`config.mk`:
```
export PLATFORM = sky130hd
export DESIGN_NAME = pcgen_unit
export DESIGN_NICKNAME = d
export VERILOG_FILES = /design/src/logic/bp_pkg.sv /design/src/logic/resolve_fifo.sv /design/src/logic/return_stack.sv /design/src/logic/branch_predict.sv /design/src/logic/pcgen_unit.sv
export SDC_FILE = /design/constraint.sdc
export NUM_CORES = 2
export LEC_CHECK = 0
export BUFFER_PORTS_ARGS = -buffer_cell sky130_fd_sc_hd__buf_4
export CAP_MARGIN = 25
export CORE_ASPECT_RATIO = 1.1
export CORE_MARGIN = 1.5
export CORE_UTILIZATION = 25
export DETAILED_ROUTE_END_ITERATION = 8
export PLACE_DENSITY = 0.39
export SYNTH_ARGS = -nofsm -noshare
export SYNTH_HDL_FRONTEND = slang
export SYNTH_SLANG_ARGS = --single-unit
```
`constraint.sdc`:
```
create_clock -name CLK -period 8.85 [get_ports CLK]
set_input_delay 0.4425 -clock CLK [delete_from_list [all_inputs] [get_ports CLK]]
set_output_delay 0.4425 -clock CLK [all_outputs]
set_load 0.005 [all_outputs]
```
`src/logic/bp_pkg.sv`:
```
package bp_pkg;

	localparam int PC_W = 64;
	localparam int RFIFO_AW = 4;                   // resolve queue holds 2^RFIFO_AW branches
	localparam int RAS_AW = 4;                     // return stack holds 2^RAS_AW addresses
	localparam int RFIFO_DEPTH = 1 << RFIFO_AW;
	localparam int RAS_DEPTH = 1 << RAS_AW;

	typedef logic [PC_W-1:0] pc_t;
	typedef logic [RFIFO_AW-1:0] rfifo_addr_t;     // slot index inside the resolve queue
	typedef logic [RFIFO_AW:0] rfifo_ptr_t;        // extra msb tells full from empty
	typedef logic [RAS_AW-1:0] ras_ptr_t;          // slot index inside the return stack
	typedef logic [RAS_AW:0] ras_cnt_t;            // occupancy saturates at RAS_DEPTH

	localparam pc_t BOOT_PC = 64'h0000_0000_8000_0000;

	typedef struct packed {
		logic is_jal;
		logic is_jalr;
		logic is_branch;
		logic is_call;
		logic is_return;
		logic is_rvc;                              // compressed encoding is 2 bytes long
		pc_t imm;                                  // sign-extended offset
	} instr_info_t;

	typedef struct packed {
		logic taken;                               // the static prediction that was followed
		pc_t alt_pc;                               // where fetch goes if the prediction is wrong
	} resolve_t;

	typedef struct packed {
		logic valid;
		pc_t target;
	} jalr_t;

	typedef struct packed {
		logic valid;
		logic taken;
	} bru_t;

endpackage

```
`src/logic/resolve_fifo.sv`:
```
`timescale 1ns/1ps

module resolve_fifo (
	input logic CLK,
	input logic rst,
	input logic push,
	input logic pop,
	input logic flush,
	input bp_pkg::resolve_t push_data,
	output bp_pkg::resolve_t pop_data,
	output logic full
);

	bp_pkg::resolve_t mem [bp_pkg::RFIFO_DEPTH];

	bp_pkg::rfifo_ptr_t wr_ptr;
	bp_pkg::rfifo_ptr_t rd_ptr;
	bp_pkg::rfifo_addr_t wr_addr;
	bp_pkg::rfifo_addr_t rd_addr;
	logic empty;
	logic do_push;
	logic do_pop;

	assign wr_addr = wr_ptr[bp_pkg::RFIFO_AW-1:0];
	assign rd_addr = rd_ptr[bp_pkg::RFIFO_AW-1:0];

	// same slot with the wrap bits apart means the writer lapped the reader
	assign empty = (wr_ptr == rd_ptr);
	assign full = (wr_addr == rd_addr) &&
		(wr_ptr[bp_pkg::RFIFO_AW] != rd_ptr[bp_pkg::RFIFO_AW]);

	assign do_push = push && !full;
	assign do_pop = pop && !empty;

	assign pop_data = empty ? '0 : mem[rd_addr];   // oldest unresolved branch

	always_ff @(posedge CLK) begin
		if (rst) begin
			wr_ptr <= '0;
			rd_ptr <= '0;
		end else if (flush) begin
			wr_ptr <= '0;                          // a redirect drops every outstanding branch
			rd_ptr <= '0;
		end else begin
			if (do_push) begin
				wr_ptr <= wr_ptr + bp_pkg::rfifo_ptr_t'(1);
			end
			if (do_pop) begin
				rd_ptr <= rd_ptr + bp_pkg::rfifo_ptr_t'(1);
			end
		end
	end

	always_ff @(posedge CLK) begin
		if (do_push) begin
			mem[wr_addr] <= push_data;
		end
	end

	// the branch unit only reports results for branches that were queued
	a_pop_not_empty: assert property (
		@(posedge CLK) disable iff (rst)
		pop |-> !empty
	) else $error("resolve_fifo: pop while empty");

	// the predictor has to stall a branch while the queue is full
	a_push_not_full: assert property (
		@(posedge CLK) disable iff (rst)
		push |-> !full
	) else $error("resolve_fifo: push while full");

endmodule

```
`src/logic/return_stack.sv`:
```
`timescale 1ns/1ps

module return_stack (
	input logic CLK,
	input logic rst,
	input logic push,
	input logic pop,
	input logic flush,
	input bp_pkg::pc_t push_addr,
	output bp_pkg::pc_t top_addr,
	output logic empty
);

	bp_pkg::pc_t mem [bp_pkg::RAS_DEPTH];

	bp_pkg::ras_ptr_t top;                         // slot of the most recent return address
	bp_pkg::ras_ptr_t wr_slot;
	bp_pkg::ras_cnt_t count;
	logic full;
	logic wr_en;

	assign empty = (count == '0);
	assign full = (count == bp_pkg::ras_cnt_t'(bp_pkg::RAS_DEPTH));

	// push with pop reuses the top slot while a lone push moves one slot up and may wrap
	assign wr_slot = pop ? top : top + bp_pkg::ras_ptr_t'(1);
	assign wr_en = push && !flush;

	assign top_addr = empty ? '0 : mem[top];

	always_ff @(posedge CLK) begin
		if (rst) begin
			top <= '0;
			count <= '0;
		end else if (flush) begin
			top <= '0;
			count <= '0;
		end else begin
			case ({push, pop})
				2'b10: begin
					top <= wr_slot;
					if (!full) begin
						count <= count + bp_pkg::ras_cnt_t'(1);
					end
					// when full the oldest return address is lost under the new one
				end
				2'b01: begin
					if (!empty) begin
						top <= top - bp_pkg::ras_ptr_t'(1);
						count <= count - bp_pkg::ras_cnt_t'(1);
					end
				end
				default: begin
					// idle or a call-return that swaps the top entry in place
				end
			endcase
		end
	end

	always_ff @(posedge CLK) begin
		if (wr_en) begin
			mem[wr_slot] <= push_addr;
		end
	end

	// the predictor pops only for a return that it served from this stack
	a_pop_not_empty: assert property (
		@(posedge CLK) disable iff (rst)
		pop |-> !empty
	) else $error("return_stack: pop while empty");

endmodule

```
`src/logic/branch_predict.sv`:
```
`timescale 1ns/1ps

module branch_predict (
	input logic CLK,
	input logic rst,
	input bp_pkg::pc_t fetch_pc,
	input bp_pkg::instr_info_t instr_info,
	input bp_pkg::jalr_t jalr,
	input bp_pkg::bru_t bru,
	input logic exception,
	input bp_pkg::pc_t exception_pc,
	input logic instr_fifo_full,
	input logic fetch_buff_ready,
	output bp_pkg::pc_t next_pc,
	output logic fetch_valid,
	output logic mispredict
);

	bp_pkg::pc_t seq_pc;
	bp_pkg::pc_t taken_pc;
	bp_pkg::pc_t ras_top;
	bp_pkg::resolve_t rf_push_data;
	bp_pkg::resolve_t rf_pop_data;

	logic taken;
	logic ras_hit;
	logic ras_empty;
	logic ras_push;
	logic ras_pop;
	logic rf_full;
	logic rf_push;
	logic rf_pop;
	logic flush;
	logic jalr_stall;
	logic branch_stall;

	assign seq_pc = fetch_pc + (instr_info.is_rvc ? bp_pkg::pc_t'(2) : bp_pkg::pc_t'(4));

	// jumps are always taken, backward branches are not and forward ones are
	assign taken = instr_info.is_jal || instr_info.is_jalr ||
		(instr_info.is_branch && !instr_info.imm[bp_pkg::PC_W-1]);

	// a return can go ahead on the stack top before the register value arrives
	assign ras_hit = instr_info.is_jalr && instr_info.is_return && !ras_empty;

	always_comb begin
		if (instr_info.is_jal || instr_info.is_branch) begin
			taken_pc = fetch_pc + instr_info.imm;
		end else if (ras_hit) begin
			taken_pc = ras_top;
		end else begin
			taken_pc = jalr.target;
		end
	end

	assign jalr_stall = instr_info.is_jalr && !jalr.valid && !ras_hit;
	assign branch_stall = instr_info.is_branch && rf_full;

	assign mispredict = bru.valid && (bru.taken != rf_pop_data.taken);
	assign flush = mispredict || exception;

	// a redirect always moves the PC even past a stall or back-pressure
	assign fetch_valid = (!jalr_stall && !branch_stall && !instr_fifo_full && fetch_buff_ready) ||
		mispredict || exception;

	always_comb begin
		if (exception) begin
			next_pc = exception_pc;
		end else if (mispredict) begin
			next_pc = rf_pop_data.alt_pc;
		end else if (jalr_stall || branch_stall) begin
			next_pc = fetch_pc;
		end else if (taken) begin
			next_pc = taken_pc;
		end else begin
			next_pc = seq_pc;
		end
	end

	assign rf_push_data.taken = taken;
	assign rf_push_data.alt_pc = taken ? seq_pc : taken_pc;    // the path not followed
	assign rf_push = instr_info.is_branch && !rf_full && fetch_valid;
	assign rf_pop = bru.valid;

	assign ras_push = instr_info.is_call && (instr_info.is_jal || instr_info.is_jalr) && fetch_valid;
	assign ras_pop = ras_hit && fetch_valid;

	resolve_fifo u_resolve_fifo (
		.CLK(CLK),
		.rst(rst),
		.push(rf_push),
		.pop(rf_pop),
		.flush(flush),
		.push_data(rf_push_data),
		.pop_data(rf_pop_data),
		.full(rf_full)
	);

	return_stack u_return_stack (
		.CLK(CLK),
		.rst(rst),
		.push(ras_push),
		.pop(ras_pop),
		.flush(flush),
		.push_addr(seq_pc),                       // return lands right after the call
		.top_addr(ras_top),
		.empty(ras_empty)
	);

endmodule

```
`src/logic/pcgen_unit.sv`:
```
`timescale 1ns/1ps

module pcgen_unit (
	input logic CLK,
	input logic rst,
	input bp_pkg::instr_info_t instr_info,
	input bp_pkg::jalr_t jalr,
	input bp_pkg::bru_t bru,
	input logic exception,
	input bp_pkg::pc_t exception_pc,
	input logic instr_fifo_full,
	input logic fetch_buff_ready,
	output bp_pkg::pc_t fetch_pc,
	output logic fetch_valid,
	output logic mispredict
);

	bp_pkg::pc_t next_pc;
	bp_pkg::pc_t pc_q;

	assign fetch_pc = pc_q;

	always_ff @(posedge CLK) begin
		if (rst) begin
			pc_q <= bp_pkg::BOOT_PC;
		end else if (fetch_valid) begin
			pc_q <= next_pc;                       // hold under back-pressure or a stall
		end
	end

	branch_predict u_branch_predict (
		.CLK(CLK),
		.rst(rst),
		.fetch_pc(pc_q),
		.instr_info(instr_info),
		.jalr(jalr),
		.bru(bru),
		.exception(exception),
		.exception_pc(exception_pc),
		.instr_fifo_full(instr_fifo_full),
		.fetch_buff_ready(fetch_buff_ready),
		.next_pc(next_pc),
		.fetch_valid(fetch_valid),
		.mispredict(mispredict)
	);

endmodule

```
# Word level (Yosys, flattened, before mapping)
# Memory sizes are Yosys's and may differ from the RTL's. A register that Yosys moved wholly into a read port is not among the register bits.
# Cells that the tools add are included.
# classes
addsub,8
mul,0
n_div,0
order_cmp,0
n_eq_ne,10
shift,0
n_mux,24
bitwise,0
n_reduce_logical,42
# op_table
op,count
$mux W64,8
$add A64 B64 Y64,2
$mux W65,1
$mux W4,6
$logic_and A1 B1 Y1,19
$add A5 B1 Y5 const B,3
$logic_not A1 Y1,10
$mux W5,2
$pmux W5 S2,1
$pmux W4 S2,1
$logic_or A1 B1 Y1,7
$eq A5 B5 Y1,1
$eq A5 B5 Y1 const B,1
$logic_not A5 Y1,1
$sub A5 B1 Y5 const B,1
$add A4 B1 Y4 const B,1
$eq A4 B4 Y1,1
$mux W1,4
$ne A2 B2 Y1 const B,2
$reduce_and A2 Y1,2
$sub A4 B1 Y4 const B,1
$mux W3,1
$ne A3 B2 Y1 const B,1
$reduce_and A3 Y1,1
5 further kinds,6
# totals
regBits,83
latchBits,0
ramBits,2064
rom_bits,0
out_inout_bits,66
wordCells,91
n_memories,2
# mem_list
memory,depth,width,rd,rd_clocked_by_memory_dff,wr,line_no,rtl
u_branch_predict.u_resolve_fifo.mem,16,65,1,1,1,resolve_fifo.sv:14,bp_pkg::resolve_t mem [bp_pkg::RFIFO_DEPTH];
u_branch_predict.u_return_stack.mem,16,64,1,1,1,return_stack.sv:14,bp_pkg::pc_t mem [bp_pkg::RAS_DEPTH];

# Logic depth before layout (Yosys ltp)
# depth
word_depth,17
ltp_mapped,22
depth_no_buf,20

# Modules after synthesis
# Synthesis repeated with hierarchy kept, for this count alone.
# hier_totals
cells_unflattened,5561
hier_area_um2,92546.3
# by_module_without_submodules
module,n_inst,cells_per_inst,area_per_inst_um2
return_stack,1,1909,40213.6
resolve_fifo,1,1703,40020.9
branch_predict,1,1743,10017.1
pcgen_unit,1,206,2294.7

# Worst setup path after synthesis
# No wires, ideal clock.
# synth_path
path_type,register to register
start,reg (tool-made name)
end,mem u_branch_predict.u_resolve_fifo.mem[3][0] (netlist bit) (enable)
setup_ns,0.568
arrival_time_ns,6.934
required_time_ns,8.282
slack_ns,1.348
stages_incl_launch_ff,12
path_buffers,1
synth_period_minus_slack_ns,7.502
path_cell_list,dfxtp_1 -> buf_2 -> mux4_2 -> mux4_2 -> o21ai_1 -> xor2_1 -> nand2b_1 -> inv_2 -> nor3_2 -> nor3_2 -> nand2_1 -> nor3_1
# synth_lines
element,line_no
end: declaration,resolve_fifo.sv:14

==> out/results.md <==
## Setup path
- **register-to-register path setup slack** 2770 ps
- **Worst EP arrival** 6560 ps
- **CP Launch Type** flip-flop
- **element type at the critical path end** flip-flop
- **critical path start-end classification** reg2reg
- **critical path required time** 9320 ps
- **worst-path maximum fanout** 39

## Finish
- **net count reported at finish** 5623
- **fraction of final layout cells sized beyond drive strength 1** 0.2840
- **Area growth syn-to-layout** 19.07%
- **Layout Cell Area excl Fill** 106900 um^2

## Timing
- **Worst Clk Skew** 52.26 ps
- **setup total negative slack** 0 ps
- **setup repair after global routing missed its margin** false
- **Setup WS post-layout** 2767 ps
- **post-route minimum period** 6083 ps
- **worst-margin pin slew** 1175 ps
- **number of hold violations in the final report** 0
- **fmax** 164.4 MHz
- **max_slew headroom** 0.1946
- **max-slew violation total from the final report** 0
- **Final setup violation count** 0
- **part of the cycle the worst path needs** 0.6873

## Clock tree
- **CTS tree** done
- **number of sinks handled by clock tree synthesis** 2155
- **post-cts hold buffer count** 45
- **clock slew seen by the registers of the worst setup and hold paths** 70 ps
- **post-CTS setup repair buffer count** 0
- **cts bufs inserted** 232
- **level count of the clock H-tree** 4
- **clock network latency to the later pin of the worst-skew pair** 890 ps
- **clock buffer depth** 4
- **clock root cell** sky130_fd_sc_hd__clkbuf_16
- **post-CTS resize count** 0

## Placement
- **final weighted congestion of routability-driven global placement** 0.9299
- **Placed Area** 98960 um^2
- **HPWL after detailed placement** 218.1 mm
- **Post-Place Setup Slack** 2652 ps
- **total of buffers placed on input and output ports** 271

## Drt
- **metal1 wirelength** 138.7 mm
- **met3 routed wirelength** 12.28 mm
- **met2 wire length** 155.7 mm
- **total wirelength of the detailed-routed design** 322.5 mm
- **drt first-iter violations** 4291
- **DR top layer** met4
- **average vias per placed instance** 4.807
- **number of routed nets with antenna violations** 0
- **detailed-route DRC error count** 0
- **routed length per placed instance** 31.36 um
- **drt pass-1 iters** 7
- **DR vias** 49430

## Power
- **overall power** 23.43 mW
- **Cell Pwr Density** 219.2 nW/um^2
- **Max VDD drop** 0.1561 mV
- **leakage power figure** 33.46 nW

## GRT
- **Total Routing Usage GR** 0.1749
- **vias in the first global route** 51181
- **final global-route overflow total** 0
- **antenna violations before repair** 34
- **first-pass GRT wire length** 441.0 mm
- **pin count of the biggest net entering global routing** 80

## Synth
- **gate count after technology mapping** 4828
- **area of the mapped netlist** 89780 um^2
- **commonest register cell after synthesis** sky130_fd_sc_hd__edfxtp_1
- **#FFs+latches synth** 2155
- **Seq/Total Area, Yosys** 0.7106
- **count of flip-flops with a built-in enable after synthesis** 2064
- **post-synth cell types** 82
- **Synthesized Nets** 5113
- **synthesis warning total** 0
- **synthesized area per cell** 18.60 um^2
- **post-synthesis async set-or-reset flop share** 0

## Job
- **max_cap viols** 0

## Hold path
- **Hold/Removal Path Class** in2reg

## Status
- **status** complete, no violations

## Floorplanning
- **horizontal die dimension** 574.4 um
- **die outline height** 631.5 um
- **number of placed I/O pins** 272
- **core footprint** 357100 um^2
- **starting density of the core** 0.2514
- **total number of placement rows** 230
- **area of the die** 362700 um^2

critical path, stage by stage, from the launching register on:
cell and delay [ps]:
sky130_fd_sc_hd__dfxtp_4 880, sky130_fd_sc_hd__mux4_2 600, sky130_fd_sc_hd__mux4_2 570, sky130_fd_sc_hd__o21ai_1 140, sky130_fd_sc_hd__xor2_1 80, sky130_fd_sc_hd__nand2b_2 170
sky130_fd_sc_hd__buf_4 250, sky130_fd_sc_hd__inv_2 170, sky130_fd_sc_hd__nor3_4 50, sky130_fd_sc_hd__inv_2 310, sky130_fd_sc_hd__nand3b_1 240, sky130_fd_sc_hd__nor3_1 410
sky130_fd_sc_hd__o21ai_1 390, sky130_fd_sc_hd__nor2_4 180, sky130_fd_sc_hd__buf_4 440, sky130_fd_sc_hd__buf_4 680
routing by layer:
layer,GRT usage,vias up
li1,-,20860
met1,0.2299,26789
met2,0.2910,1342
met3,0.01934,439
met4,0.07742,0
met5,0,-
sequential cells by signal, indices dropped and copies added (netlist names), named ones only:
signal / cells
u_branch_predict.u_resolve_fifo.mem: 1040
u_branch_predict.u_return_stack.mem: 1024
fetch_pc: 64
u_branch_predict.u_resolve_fifo.rd_ptr: 5
u_branch_predict.u_resolve_fifo.wr_ptr: 5
u_branch_predict.u_return_stack.count: 5
u_branch_predict.u_return_stack.top: 4
synth_stat cells (9+ instances only):
master | number | area [um^2]
sky130_fd_sc_hd__o22ai_1 | 14 | 87.58
sky130_fd_sc_hd__o21a_1 | 23 | 172.7
sky130_fd_sc_hd__xnor2_1 | 90 | 788.3
sky130_fd_sc_hd__nand2_1 | 315 | 1182
sky130_fd_sc_hd__buf_2 | 46 | 230.2
sky130_fd_sc_hd__ha_1 | 77 | 963.4
sky130_fd_sc_hd__mux2i_1 | 19 | 190.2
sky130_fd_sc_hd__o21bai_1 | 15 | 112.6
sky130_fd_sc_hd__buf_1 | 52 | 195.2
sky130_fd_sc_hd__edfxtp_1 | 2064 | 61980
sky130_fd_sc_hd__o211ai_1 | 9 | 67.56
sky130_fd_sc_hd__nand4_1 | 38 | 237.7
sky130_fd_sc_hd__xor2_1 | 49 | 429.2
sky130_fd_sc_hd__inv_1 | 47 | 176.4
sky130_fd_sc_hd__a21o_1 | 30 | 225.2
sky130_fd_sc_hd__mux4_2 | 645 | 14530
sky130_fd_sc_hd__nand3_1 | 71 | 355.3
sky130_fd_sc_hd__nor2_1 | 224 | 840.8
sky130_fd_sc_hd__nand2b_1 | 15 | 93.84
sky130_fd_sc_hd__o21ai_0 | 152 | 760.7
sky130_fd_sc_hd__o221ai_1 | 12 | 105.1
sky130_fd_sc_hd__and3_1 | 30 | 187.7
sky130_fd_sc_hd__a21oi_1 | 216 | 1081
sky130_fd_sc_hd__a221oi_1 | 22 | 192.7
sky130_fd_sc_hd__a22oi_1 | 12 | 90.09
sky130_fd_sc_hd__or3_1 | 14 | 87.58
sky130_fd_sc_hd__a31oi_1 | 28 | 175.2
sky130_fd_sc_hd__clkbuf_1 | 178 | 668.1
sky130_fd_sc_hd__a211oi_1 | 27 | 202.7
sky130_fd_sc_hd__o31ai_1 | 15 | 112.6
sky130_fd_sc_hd__nor3_1 | 39 | 195.2
sky130_fd_sc_hd__dfxtp_1 | 91 | 1822
final cells by class:
class | count | area (um^2)
fill | 34991 | 250200
sequential | 2155 | 63830
multi-input combinational | 2340 | 25040
clock buffer | 283 | 6018
tap | 4756 | 5951
timing repair buffer | 556 | 4516
clock inverter | 135 | 1339
inverter | 53 | 202.7
antenna | 5 | 12.51
metrics by stage:
stage	hold WS (ps)	utilization	cells
2_1_floorplan	491.0	-	4828
6_report	92.59	0.2993	10283
3_5_place_dp	535.9	0.2771	9804
3_3_place_gp	522.7	0.2765	9780
5_1_grt	79.69	0.2993	10279
4_1_cts	19.92	0.2990	10267
path summary, 6_finish.rpt:
kind / startpoint / to / depth (start not counted)
setup / recovery: flip-flop / u_branch_predict.u_return_stack.mem[13][50] / 15
hold / removal: exception_pc[37] / fetch_pc[37] / 4
setup reg to reg: flip-flop / u_branch_predict.u_return_stack.mem[13][50] / 15
hold reg to reg: u_branch_predict.u_return_stack.count[3] / u_branch_predict.u_return_stack.count[3] / 2
logic make-up after synthesis:
kind of cell,share of synthesized area
simple gates,0.03988
compound gates,0.04561
mux,0.1644
xor+xnor,0.01356
buf+inv,0.01473
flops,0.7106
fa+ha+maj,0.01118
report_power, final:
part	leakage (nW)	internal (mW)	switching [mW]
sequential	19.6	11.5	0.102
combinational	10.3	0.679	1.51
clock	3.57	5.56	4.07
layout by cell type (no fill, tap or decap), drive strengths merged, types with 45 or more instances in the layout:
cell	count
edfxtp	2064
mux4	645
buf	511
nand2	316
clkbuf	283
nor2	225
a21oi	217
o21ai	160
clkinv	93
dfxtp	91
xnor2	90
ha	77
nand3	72
inv	59
xor2	49
dlygate4sd3	45
(Power assumes the default switching activity.)
